`src/rtl/hwpe_regmap_pkg.sv`:
```
// ===================================================================
// Register map of the HWPE control slave
// Word indices, bus widths, sizes and timing constants
// ===================================================================
`default_nettype none

package hwpe_regmap_pkg;

  // Bus and register data
  localparam int unsigned data_width_p = 32;
  localparam int unsigned addr_width_p = 8;
  localparam int unsigned reg_idx_w_p  = 4;

  // Mandatory registers
  localparam logic [reg_idx_w_p-1:0] reg_trigger_p   = 4'd0;
  localparam logic [reg_idx_w_p-1:0] reg_acquire_p   = 4'd1;
  localparam logic [reg_idx_w_p-1:0] reg_status_p    = 4'd2;
  localparam logic [reg_idx_w_p-1:0] reg_softclear_p = 4'd3;
  localparam logic [reg_idx_w_p-1:0] reg_swevt_p     = 4'd4;

  // Job registers sit in the upper half of the word space
  localparam int unsigned n_job_regs_p = 8;
  localparam int unsigned job_base_p   = 8;
  localparam int unsigned job_idx_w_p  = $clog2(n_job_regs_p);

  localparam int unsigned n_sw_evt_p     = 8;
  localparam int unsigned sw_evt_idx_w_p = $clog2(n_sw_evt_p);

  localparam int unsigned fifo_depth_p = 4;
  localparam int unsigned fifo_ptr_w_p = $clog2(fifo_depth_p);
  localparam int unsigned fifo_cnt_w_p = $clog2(fifo_depth_p + 1);

  localparam int unsigned enable_delay_p = 4;
  localparam int unsigned clear_len_p    = 3;
  localparam int unsigned clear_cnt_w_p  = $clog2(clear_len_p + 1);

  localparam logic [data_width_p-1:0] acquire_denied_p = '1;

endpackage

`default_nettype wire

```
`src/rtl/hwpe_ctrl_pkg.sv`:
```
// ===================================================================
// Control types of the HWPE control slave
// Decoder commands, engine write entries and FSM states
// ===================================================================
`default_nettype none

package hwpe_ctrl_pkg;

  import hwpe_regmap_pkg::*;

  // Single-cycle strobes, valid in the request cycle
  typedef struct packed {
    logic                      trigger;
    logic                      acquire_try;
    logic                      softclear;
    logic                      softclear_regs;
    logic                      swevt;
    logic [sw_evt_idx_w_p-1:0] swevt_idx;
  } ctrl_cmd_t;

  // One engine write to a job register
  typedef struct packed {
    logic [job_idx_w_p-1:0]  idx;
    logic [data_width_p-1:0] data;
  } job_wr_t;

  typedef enum logic [1:0] {
    IDLE,
    STARTING,
    RUN
  } run_state_e;

  typedef enum logic {
    FREE,
    PROGRAM
  } cxt_state_e;

endpackage

`default_nettype wire

```
`src/rtl/reg_access_if.sv`:
```
// ===================================================================
// Bus access port of the job register array
// ===================================================================
`default_nettype none

interface reg_access_if
  import hwpe_regmap_pkg::*;
();

  logic                      req;
  logic                      we;
  logic [job_idx_w_p-1:0]    idx;
  logic [data_width_p-1:0]   wdata;
  logic [data_width_p/8-1:0] be;
  logic [data_width_p-1:0]   rdata;

  modport master (output req, we, idx, wdata, be, input rdata);
  modport slave  (input req, we, idx, wdata, be, output rdata);

endinterface

`default_nettype wire

```
`src/rtl/hwme_wr_if.sv`:
```
// ===================================================================
// Dequeue port of the engine write FIFO
// An entry leaves the queue when valid and pop are both high
// ===================================================================
`default_nettype none

interface hwme_wr_if
  import hwpe_ctrl_pkg::*;
();

  logic    valid;
  logic    pop;
  // Head of the queue
  job_wr_t entry;

  modport source (output valid, entry, input pop);
  modport sink   (input valid, entry, output pop);

endinterface

`default_nettype wire

```
`src/rtl/periph_decoder.sv`:
```
// ===================================================================
// Peripheral bus decoder
// Turns requests into control commands or job register accesses
// and returns the registered read response
// ===================================================================
`default_nettype none

module periph_decoder
  import hwpe_regmap_pkg::*;
  import hwpe_ctrl_pkg::*;
(
  input  logic                      clk_i,
  input  logic                      rst_ni,
  input  logic                      bus_req_i,
  input  logic                      bus_we_i,
  input  logic [addr_width_p-1:0]   bus_addr_i,
  input  logic [data_width_p-1:0]   bus_wdata_i,
  input  logic [data_width_p/8-1:0] bus_be_i,
  output logic [data_width_p-1:0]   bus_rdata_o,
  output logic                      bus_rvalid_o,
  input  logic                      busy_i,
  input  logic                      critical_i,
  output ctrl_cmd_t                 cmd_o,
  reg_access_if.master              regs
);

  logic [reg_idx_w_p-1:0]  idx;
  logic                    in_map;
  logic                    is_job;
  logic                    wr;
  logic                    rd;
  logic [data_width_p-1:0] rdata_d;

  // Word index, upper address bits must be zero for a hit
  assign idx    = bus_addr_i[reg_idx_w_p+1:2];
  assign in_map = (bus_addr_i[addr_width_p-1:reg_idx_w_p+2] == '0);
  assign wr     = bus_req_i & bus_we_i & in_map;
  assign rd     = bus_req_i & ~bus_we_i & in_map;
  assign is_job = in_map && (idx >= job_base_p) && (idx < job_base_p + n_job_regs_p);

  always_comb begin
    cmd_o                = '0;
    cmd_o.trigger        = wr && (idx == reg_trigger_p);
    cmd_o.acquire_try    = rd && (idx == reg_acquire_p);
    cmd_o.softclear      = wr && (idx == reg_softclear_p);
    // Registers are only wiped by a zero write
    cmd_o.softclear_regs = cmd_o.softclear && (bus_wdata_i == '0);
    cmd_o.swevt          = wr && (idx == reg_swevt_p);
    cmd_o.swevt_idx      = bus_wdata_i[sw_evt_idx_w_p-1:0];
  end

  assign regs.req   = bus_req_i & is_job;
  assign regs.we    = bus_we_i;
  assign regs.idx   = job_idx_w_p'(idx - job_base_p);
  assign regs.wdata = bus_wdata_i;
  assign regs.be    = bus_be_i;

  always_comb begin
    rdata_d = '0;
    if (rd) begin
      if (is_job) begin
        rdata_d = regs.rdata;
      end else begin
        case (idx)
          reg_acquire_p: rdata_d = (busy_i || critical_i) ? acquire_denied_p : '0;
          reg_status_p:  rdata_d = {{(data_width_p-2){1'b0}}, critical_i, busy_i};
          default:       rdata_d = '0;
        endcase
      end
    end
  end

  // Every request gets a response one cycle later
  always_ff @(posedge clk_i or negedge rst_ni) begin
    if (!rst_ni) begin
      bus_rvalid_o <= 1'b0;
    end else begin
      bus_rvalid_o <= bus_req_i;
    end
  end

  always_ff @(posedge clk_i) begin
    if (bus_req_i) begin
      bus_rdata_o <= rdata_d;
    end
  end

endmodule

`default_nettype wire

```
`src/rtl/ctrl_fsm.sv`:
```
// ===================================================================
// Control state machines of the HWPE slave
// Run and critical-section FSMs, soft clear, events and enable
// ===================================================================
`default_nettype none

module ctrl_fsm
  import hwpe_regmap_pkg::*;
  import hwpe_ctrl_pkg::*;
(
  input  logic                  clk_i,
  input  logic                  rst_ni,
  input  ctrl_cmd_t             cmd_i,
  input  logic                  eng_done_i,
  output logic                  start_o,
  output logic                  busy_o,
  output logic                  evt_o,
  output logic [n_sw_evt_p-1:0] sw_evt_o,
  output logic                  enable_o,
  output logic                  clear_o,
  output logic                  clear_regs_o,
  output logic                  critical_o
);

  run_state_e                run_q;
  cxt_state_e                cxt_q;
  logic [clear_cnt_w_p-1:0]  clr_cnt_q;
  logic                      clr_regs_pend_q;
  logic [enable_delay_p-1:0] en_sr_q;
  logic                      true_done;

  // Done only counts while a job is in flight
  assign true_done = eng_done_i & busy_o;

  always_ff @(posedge clk_i or negedge rst_ni) begin
    if (!rst_ni) begin
      run_q   <= IDLE;
      start_o <= 1'b0;
      busy_o  <= 1'b0;
      evt_o   <= 1'b0;
    end else if (clear_o) begin
      run_q   <= IDLE;
      start_o <= 1'b0;
      busy_o  <= 1'b0;
      evt_o   <= 1'b0;
    end else begin
      start_o <= 1'b0;
      evt_o   <= true_done;
      case (run_q)
        IDLE: begin
          if (cmd_i.trigger) begin
            run_q  <= STARTING;
            busy_o <= 1'b1;
          end
        end
        STARTING: begin
          if (true_done) begin
            run_q  <= IDLE;
            busy_o <= 1'b0;
          end else begin
            run_q   <= RUN;
            start_o <= 1'b1;
          end
        end
        RUN: begin
          if (true_done) begin
            run_q  <= IDLE;
            busy_o <= 1'b0;
          end
        end
        default: begin
          run_q  <= IDLE;
          busy_o <= 1'b0;
        end
      endcase
    end
  end

  // Critical section: acquire grants it, the trigger write commits
  always_ff @(posedge clk_i or negedge rst_ni) begin
    if (!rst_ni) begin
      cxt_q      <= FREE;
      critical_o <= 1'b0;
    end else if (clear_o) begin
      cxt_q      <= FREE;
      critical_o <= 1'b0;
    end else if (cxt_q == FREE && cmd_i.acquire_try && !busy_o) begin
      cxt_q      <= PROGRAM;
      critical_o <= 1'b1;
    end else if (cxt_q == PROGRAM && cmd_i.trigger) begin
      cxt_q      <= FREE;
      critical_o <= 1'b0;
    end
  end

  always_ff @(posedge clk_i or negedge rst_ni) begin
    if (!rst_ni) begin
      sw_evt_o <= '0;
    end else begin
      sw_evt_o <= '0;
      if (!clear_o && cmd_i.swevt) begin
        sw_evt_o[cmd_i.swevt_idx] <= 1'b1;
      end
    end
  end

  // Clear window opens one cycle after the counter loads
  always_ff @(posedge clk_i or negedge rst_ni) begin
    if (!rst_ni) begin
      clr_cnt_q       <= '0;
      clr_regs_pend_q <= 1'b0;
      clear_o         <= 1'b0;
      clear_regs_o    <= 1'b0;
    end else begin
      if (cmd_i.softclear && clr_cnt_q == '0) begin
        clr_cnt_q       <= clear_cnt_w_p'(clear_len_p);
        clr_regs_pend_q <= cmd_i.softclear_regs;
      end else if (clr_cnt_q != '0) begin
        clr_cnt_q <= clr_cnt_q - 1'b1;
      end
      clear_o      <= (clr_cnt_q != '0);
      clear_regs_o <= (clr_cnt_q != '0) && clr_regs_pend_q;
    end
  end

  always_ff @(posedge clk_i or negedge rst_ni) begin
    if (!rst_ni) begin
      en_sr_q <= '0;
    end else begin
      en_sr_q <= {en_sr_q[enable_delay_p-2:0], 1'b1};
    end
  end

  assign enable_o = en_sr_q[enable_delay_p-1];

endmodule

`default_nettype wire

```
`src/rtl/hwme_wr_fifo.sv`:
```
// ===================================================================
// Engine write FIFO
// Queues engine writes until the register array has a free cycle
// ===================================================================
`default_nettype none

module hwme_wr_fifo
  import hwpe_regmap_pkg::*;
  import hwpe_ctrl_pkg::*;
(
  input  logic                    clk_i,
  input  logic                    rst_ni,
  input  logic                    clear_i,
  input  logic                    hwme_we_i,
  input  logic [job_idx_w_p-1:0]  hwme_idx_i,
  input  logic [data_width_p-1:0] hwme_data_i,
  output logic                    full_o,
  hwme_wr_if.source               deq
);

  job_wr_t                 mem_q [fifo_depth_p];
  logic [fifo_ptr_w_p-1:0] wr_ptr_q;
  logic [fifo_ptr_w_p-1:0] rd_ptr_q;
  logic [fifo_cnt_w_p-1:0] cnt_q;
  logic                    push;
  logic                    pop;

  assign full_o    = (cnt_q == fifo_cnt_w_p'(fifo_depth_p));
  // Writes arriving while full are lost
  assign push      = hwme_we_i & ~full_o;
  assign pop       = deq.valid & deq.pop;
  assign deq.valid = (cnt_q != '0);
  assign deq.entry = mem_q[rd_ptr_q];

  always_ff @(posedge clk_i) begin
    if (push) begin
      mem_q[wr_ptr_q] <= '{idx: hwme_idx_i, data: hwme_data_i};
    end
  end

  always_ff @(posedge clk_i or negedge rst_ni) begin
    if (!rst_ni) begin
      wr_ptr_q <= '0;
      rd_ptr_q <= '0;
      cnt_q    <= '0;
    end else if (clear_i) begin
      wr_ptr_q <= '0;
      rd_ptr_q <= '0;
      cnt_q    <= '0;
    end else begin
      if (push) begin
        wr_ptr_q <= (wr_ptr_q == fifo_ptr_w_p'(fifo_depth_p - 1)) ? '0 : wr_ptr_q + 1'b1;
      end
      if (pop) begin
        rd_ptr_q <= (rd_ptr_q == fifo_ptr_w_p'(fifo_depth_p - 1)) ? '0 : rd_ptr_q + 1'b1;
      end
      case ({push, pop})
        2'b10:   cnt_q <= cnt_q + 1'b1;
        2'b01:   cnt_q <= cnt_q - 1'b1;
        default: cnt_q <= cnt_q;
      endcase
    end
  end

endmodule

`default_nettype wire

```
`src/rtl/ctrl_regfile.sv`:
```
// ===================================================================
// Job register array
// Bus writes with byte enables, engine writes on idle bus cycles
// ===================================================================
`default_nettype none

module ctrl_regfile
  import hwpe_regmap_pkg::*;
  import hwpe_ctrl_pkg::*;
(
  input  logic                                      clk_i,
  input  logic                                      rst_ni,
  input  logic                                      clear_i,
  reg_access_if.slave                               regs,
  hwme_wr_if.sink                                   deq,
  output logic [n_job_regs_p-1:0][data_width_p-1:0] job_regs_o
);

  logic [n_job_regs_p-1:0][data_width_p-1:0] regs_q;
  job_wr_t                                   hw_entry;
  logic                                      bus_wr;

  assign hw_entry = deq.entry;
  assign bus_wr   = regs.req & regs.we;

  // Drain only when the bus leaves the array alone
  assign deq.pop = deq.valid & ~regs.req;

  assign regs.rdata = regs_q[regs.idx];
  assign job_regs_o = regs_q;

  always_ff @(posedge clk_i or negedge rst_ni) begin
    if (!rst_ni) begin
      regs_q <= '0;
    end else if (clear_i) begin
      regs_q <= '0;
    end else if (bus_wr) begin
      for (int b = 0; b < data_width_p / 8; b++) begin
        if (regs.be[b]) begin
          regs_q[regs.idx][8*b +: 8] <= regs.wdata[8*b +: 8];
        end
      end
    end else if (deq.pop) begin
      // Engine writes always cover the full word
      regs_q[hw_entry.idx] <= hw_entry.data;
    end
  end

endmodule

`default_nettype wire

```
`src/rtl/hwpe_ctrl_top.sv`:
```
// ===================================================================
// HWPE control slave top level
// Bus decoder, control FSMs, engine write FIFO and job registers
// ===================================================================
`default_nettype none

module hwpe_ctrl_top
  import hwpe_regmap_pkg::*;
  import hwpe_ctrl_pkg::*;
(
  input  logic                                 clk_i,
  input  logic                                 rst_ni,
  input  logic                                 bus_req_i,
  input  logic                                 bus_we_i,
  input  logic [addr_width_p-1:0]              bus_addr_i,
  input  logic [data_width_p-1:0]              bus_wdata_i,
  input  logic [data_width_p/8-1:0]            bus_be_i,
  output logic                                 bus_gnt_o,
  output logic [data_width_p-1:0]              bus_rdata_o,
  output logic                                 bus_rvalid_o,
  input  logic                                 eng_done_i,
  input  logic                                 hwme_we_i,
  input  logic [job_idx_w_p-1:0]               hwme_idx_i,
  input  logic [data_width_p-1:0]              hwme_data_i,
  output logic                                 start_o,
  output logic                                 busy_o,
  output logic                                 evt_o,
  output logic [n_sw_evt_p-1:0]                sw_evt_o,
  output logic                                 enable_o,
  output logic                                 clear_o,
  output logic                                 hwme_full_o,
  output logic [n_job_regs_p*data_width_p-1:0] job_regs_o
);

  ctrl_cmd_t                                 cmd;
  logic                                      critical;
  logic                                      clear_regs;
  logic [n_job_regs_p-1:0][data_width_p-1:0] job_regs;

  reg_access_if regs_bus ();
  hwme_wr_if    hwme_deq ();

  // No back-pressure on the bus
  assign bus_gnt_o  = 1'b1;
  assign job_regs_o = job_regs;

  periph_decoder u_periph_decoder (
    .clk_i        (clk_i),
    .rst_ni       (rst_ni),
    .bus_req_i    (bus_req_i),
    .bus_we_i     (bus_we_i),
    .bus_addr_i   (bus_addr_i),
    .bus_wdata_i  (bus_wdata_i),
    .bus_be_i     (bus_be_i),
    .bus_rdata_o  (bus_rdata_o),
    .bus_rvalid_o (bus_rvalid_o),
    .busy_i       (busy_o),
    .critical_i   (critical),
    .cmd_o        (cmd),
    .regs         (regs_bus)
  );

  ctrl_fsm u_ctrl_fsm (
    .clk_i        (clk_i),
    .rst_ni       (rst_ni),
    .cmd_i        (cmd),
    .eng_done_i   (eng_done_i),
    .start_o      (start_o),
    .busy_o       (busy_o),
    .evt_o        (evt_o),
    .sw_evt_o     (sw_evt_o),
    .enable_o     (enable_o),
    .clear_o      (clear_o),
    .clear_regs_o (clear_regs),
    .critical_o   (critical)
  );

  hwme_wr_fifo u_hwme_wr_fifo (
    .clk_i       (clk_i),
    .rst_ni      (rst_ni),
    .clear_i     (clear_o),
    .hwme_we_i   (hwme_we_i),
    .hwme_idx_i  (hwme_idx_i),
    .hwme_data_i (hwme_data_i),
    .full_o      (hwme_full_o),
    .deq         (hwme_deq)
  );

  ctrl_regfile u_ctrl_regfile (
    .clk_i      (clk_i),
    .rst_ni     (rst_ni),
    .clear_i    (clear_regs),
    .regs       (regs_bus),
    .deq        (hwme_deq),
    .job_regs_o (job_regs)
  );

endmodule

`default_nettype wire

```
`config.mk`:
```
export PLATFORM = sky130hd
export DESIGN_NAME = hwpe_ctrl_top
export DESIGN_NICKNAME = d
export VERILOG_FILES = /design/src/rtl/hwpe_regmap_pkg.sv /design/src/rtl/hwpe_ctrl_pkg.sv /design/src/rtl/reg_access_if.sv /design/src/rtl/hwme_wr_if.sv /design/src/rtl/periph_decoder.sv /design/src/rtl/ctrl_fsm.sv /design/src/rtl/hwme_wr_fifo.sv /design/src/rtl/ctrl_regfile.sv /design/src/rtl/hwpe_ctrl_top.sv
export SDC_FILE = /design/constraint.sdc
export NUM_CORES = 1
export LEC_CHECK = 0
export ABC_AREA = 1
export ABC_CLOCK_PERIOD_IN_PS = 3300
export BUFFER_PORTS_ARGS = -buffer_cell sky130_fd_sc_hd__buf_2
export CORE_MARGIN = 5
export CORE_UTILIZATION = 57
export DETAILED_ROUTE_END_ITERATION = 8
export GPL_ROUTABILITY_DRIVEN = 0
export PLACE_DENSITY_LB_ADDON = 0.12
export RECOVER_POWER = 50
export SYNTH_ARGS = -nofsm -noshare
export SYNTH_HDL_FRONTEND = slang
export SYNTH_SLANG_ARGS = --single-unit
```
`constraint.sdc`:
```
create_clock -name clk_i -period 3.3 [get_ports clk_i]
set_input_delay 0.66 -clock clk_i [delete_from_list [all_inputs] [get_ports clk_i]]
set_output_delay 0.66 -clock clk_i [all_outputs]
set_load 0.02 [all_outputs]
```
==> results.yml <==
power:
  p_per_area_nw_per_um2: 753.6
  max-vdd-ir-drop_v: 0.0005940
  leakage_uw: 0.01378
  p_total_uw: 20600
global_route:
  grt_pass1_vias: 22090
  grt_overflow: 0
  antenna_found_initial: 7
  grt_max_degree: 83
  grtUsageTotal_pct: 38.65
  grt_pass1_wl_um: 132200
cts:
  ctsResizeCount: 0
  cts.sinks: 459
  clkTransAtPathRegs_ns: 0.06
  cts_max_level: 2
  post-cts-setup-buffers: 0
  cts_root_buffer: "clkbuf_16"
  cts_buffer_depth: 3
  cts_tree: "yes"
  hold_buffers: 0
  cts_buffers: 48
  clk_latency_ns: 0.60
floorplanning:
  die_h_um: 212.4
  die_area_sq_um: 45130
  initial_core_util_pct: 57.47
  rows: 74
  core_sq_um: 40650
  pin_count: 389
  die_w_um: 212.4
logic_synthesis:
  ys_warn_count: 0
  postSynthAreaPerCell_sq_um: 7.604
  yosysSeqAreaShare_pct: 52.86
  synth_cell_types: 37
  synth_compound_area_share_pct: 5.517
  synth-seq-cells: 459
  synth-simple-area-share_pct: 35.60
  synthesis.area_sq_um: 23360
  synth_xor_xnor_area_share_pct: 0.03750
  synth_top_family_by_area: "simple AND/OR/NAND/NOR gates"
  synthAdderAreaFrac_pct: 0.5678
  synthCells: 3072
  synth_mux_area_share_pct: 0
placement:
  dp_hpwl_um: 61230
  portBuffers: 385
  dp_slack_ns: 0.3341
hold_path:
  whs_path_depth: 2
  min_to: "u_ctrl_fsm.sw_evt_o[3]"
  hp-class: "input port to flip-flop"
  hold_start: "bus_wdata_i[2]"
detailed_routing:
  firstDrtPassIters: 7
  drt-total-wl_um: 90440
  ant_nets: 0
  vias: 23790
  drtIter0Drc: 3536
  drc: 0
  viasPerCell: 5.935
  routedWlPerCell_um: 22.57
timing:
  rsz0062_at_grt: "false"
  fin_skew_ns: 0.02226
  setup_tns_ns: 0
  setup_violations: 0
  finalCritPeriodShare_pct: 96.75
  min_period_ns: 3.193
  whs_ns: 0.2666
  hold_violations: 0
  drv_slew: 168
  slew-limit-headroom_pct: -60.70
  tightest_slew_ns: 2.411
  max_freq_mhz: 313.2
  setup_ws_ns: 0.1074
final_layout:
  multi_input_area_sq_um: 9802
  regArea_sq_um: 12350
  layout_common_cells: "1537 x nand2_1, 286 x dfrtp_1, 242 x nand3_1"
  syn_to_final_growth_pct: 17.03
  fillCellCount: 3487
  final_common_cell: "nand2_1"
  drive_gt1_share_pct: 12.45
  fin_nets: 3527
critical_path:
  rr_worst_depth: 11
  setup.worst_path.start_class: "input port"
  path_max_fanout: 15
  worstSetupEndpointType: "flip-flop"
  reg2reg_slack_ns: 0.23
  cp.arrival_ns: 3.67
  r2r-start: "u_hwme_wr_fifo.rd_ptr_q[0]"
  critPathKind: "input port to flip-flop"
  crit_required_ns: 3.78
  r2r_end: "u_ctrl_regfile.job_regs_o[149]"
job:
  cap_violations: 3
outcome:
  run_status: "complete, but fails checks"
  violations: "capacitance limit, slew limit"
-- per-stage QoR --
step | instances | utilization, % | instance area [sq um]
after global placement | 3914 | 63.99 | 26010
after CTS | 4001 | 67.87 | 27590
after global routing | 4008 | 67.25 | 27340
after floorplan | 3073 | - | 23360
after detailed placement | 3914 | 63.99 | 26010
final | 4008 | 67.25 | 27340
-- worst max-delay path by stage --
stage / end / slack, ns / start / cells after the start
2_1_floorplan: u_hwme_wr_fifo.mem_q[0][0] / 0.61 / hwme_we_i / 2
3_3_place_gp: u_ctrl_regfile.job_regs_o[174] / 0.40 / bus_req_i / 11
3_5_place_dp: u_ctrl_regfile.job_regs_o[170] / 0.33 / bus_req_i / 11
4_1_cts: u_ctrl_regfile.job_regs_o[149] / 0.38 / u_hwme_wr_fifo.rd_ptr_q[0] / 11
5_1_grt: u_ctrl_regfile.job_regs_o[179] / 0.08 / bus_req_i / 11
6_report: u_ctrl_regfile.job_regs_o[173] / 0.11 / bus_req_i / 11
-- cells in the mapped netlist --
master	count	share of area [%]
nand3_1	242	5.2
a21oi_1	4	0.086
nand2_1	1537	25
inv_1	157	2.5
nand4_1	45	1.2
fa_1	1	0.086
o21ai_1	25	0.54
nor2_8	1	0.086
nor2_1	145	2.3
nor2_2	5	0.13
a21oi_2	2	0.075
buf_1	19	0.31
nor2_4	2	0.096
a32oi_1	1	0.038
clkinv_1	1	0.016
nor3_1	11	0.24
buf_4	2	0.064
xnor2_1	1	0.038
edfxtp_1	172	22
a22oi_1	11	0.35
nand2_4	1	0.048
inv_2	32	0.51
buf_2	39	0.84
nand3_4	1	0.075
o21ai_0	204	4.4
nand2_2	8	0.21
ha_1	9	0.48
a31oi_1	1	0.027
dfrtp_1	287	31
nand3b_1	2	0.064
nand3_2	24	1.0
and2_0	4	0.11
clkbuf_1	71	1.1
conb_1	1	0.016
o21a_1	1	0.032
nor4_1	2	0.054
nor3_2	1	0.043
-- power breakdown --
part           switching [uW]  leakage [uW]  internal (uW)
Sequential                543       0.00558           6590
Combinational            6540       0.00742           1450
Clock                    2340      0.000775           3140
Total                    9420        0.0138          11200
-- logic make-up (layout without fill, tap and decap cells) --
logic type,count (synthesis),count (layout)
AOI/OAI and AO/OA,249,249
xor gates and xnor gates,1,1
adders and majority gates,10,10
buffers and inverters,321,717
DFF,459,459
other,1,9
and+or+nand+nor,2031,2031
-- worst max-delay path: stages --
cell and delay, ns:
clkbuf_1 0.35, clkbuf_1 0.88, nand3_1 0.26, nand2_1 0.25, inv_1 0.14, nor2_4 0.25
nor2_1 0.20, nand3_2 0.31, inv_2 0.19, nand2_1 0.10, nand2_1 0.06
-- cell type report --
cell class,count,share of cell area [%]
antenna,7,0.06408
clock buffer,62,4.962
clock inverter,25,0.8101
inverter,190,2.609
multi-input combinational,2293,35.86
sequential,459,45.17
tap,532,2.435
timing repair buffer,440,8.092
-- registers in the layout (all words and copies together) (netlist names), 3 cells and up --
signal	flops
u_hwme_wr_fifo.mem_q	140
u_hwme_wr_fifo.cnt_q	3
u_ctrl_regfile.job_regs_o	256
u_periph_decoder.bus_rdata_o	32
u_ctrl_fsm.sw_evt_o	8
u_ctrl_fsm.en_sr_q	4
-- metal layers --
layer  vias up  track usage (%)  share of wire, %
met5         -                0                 0
met3       415            11.66                15
met2      1864            58.57                43
met1     10960            49.95                35
li1      10550                -                 -
met4         0            21.65               6.9
Power figures use the tool's default switching activity.
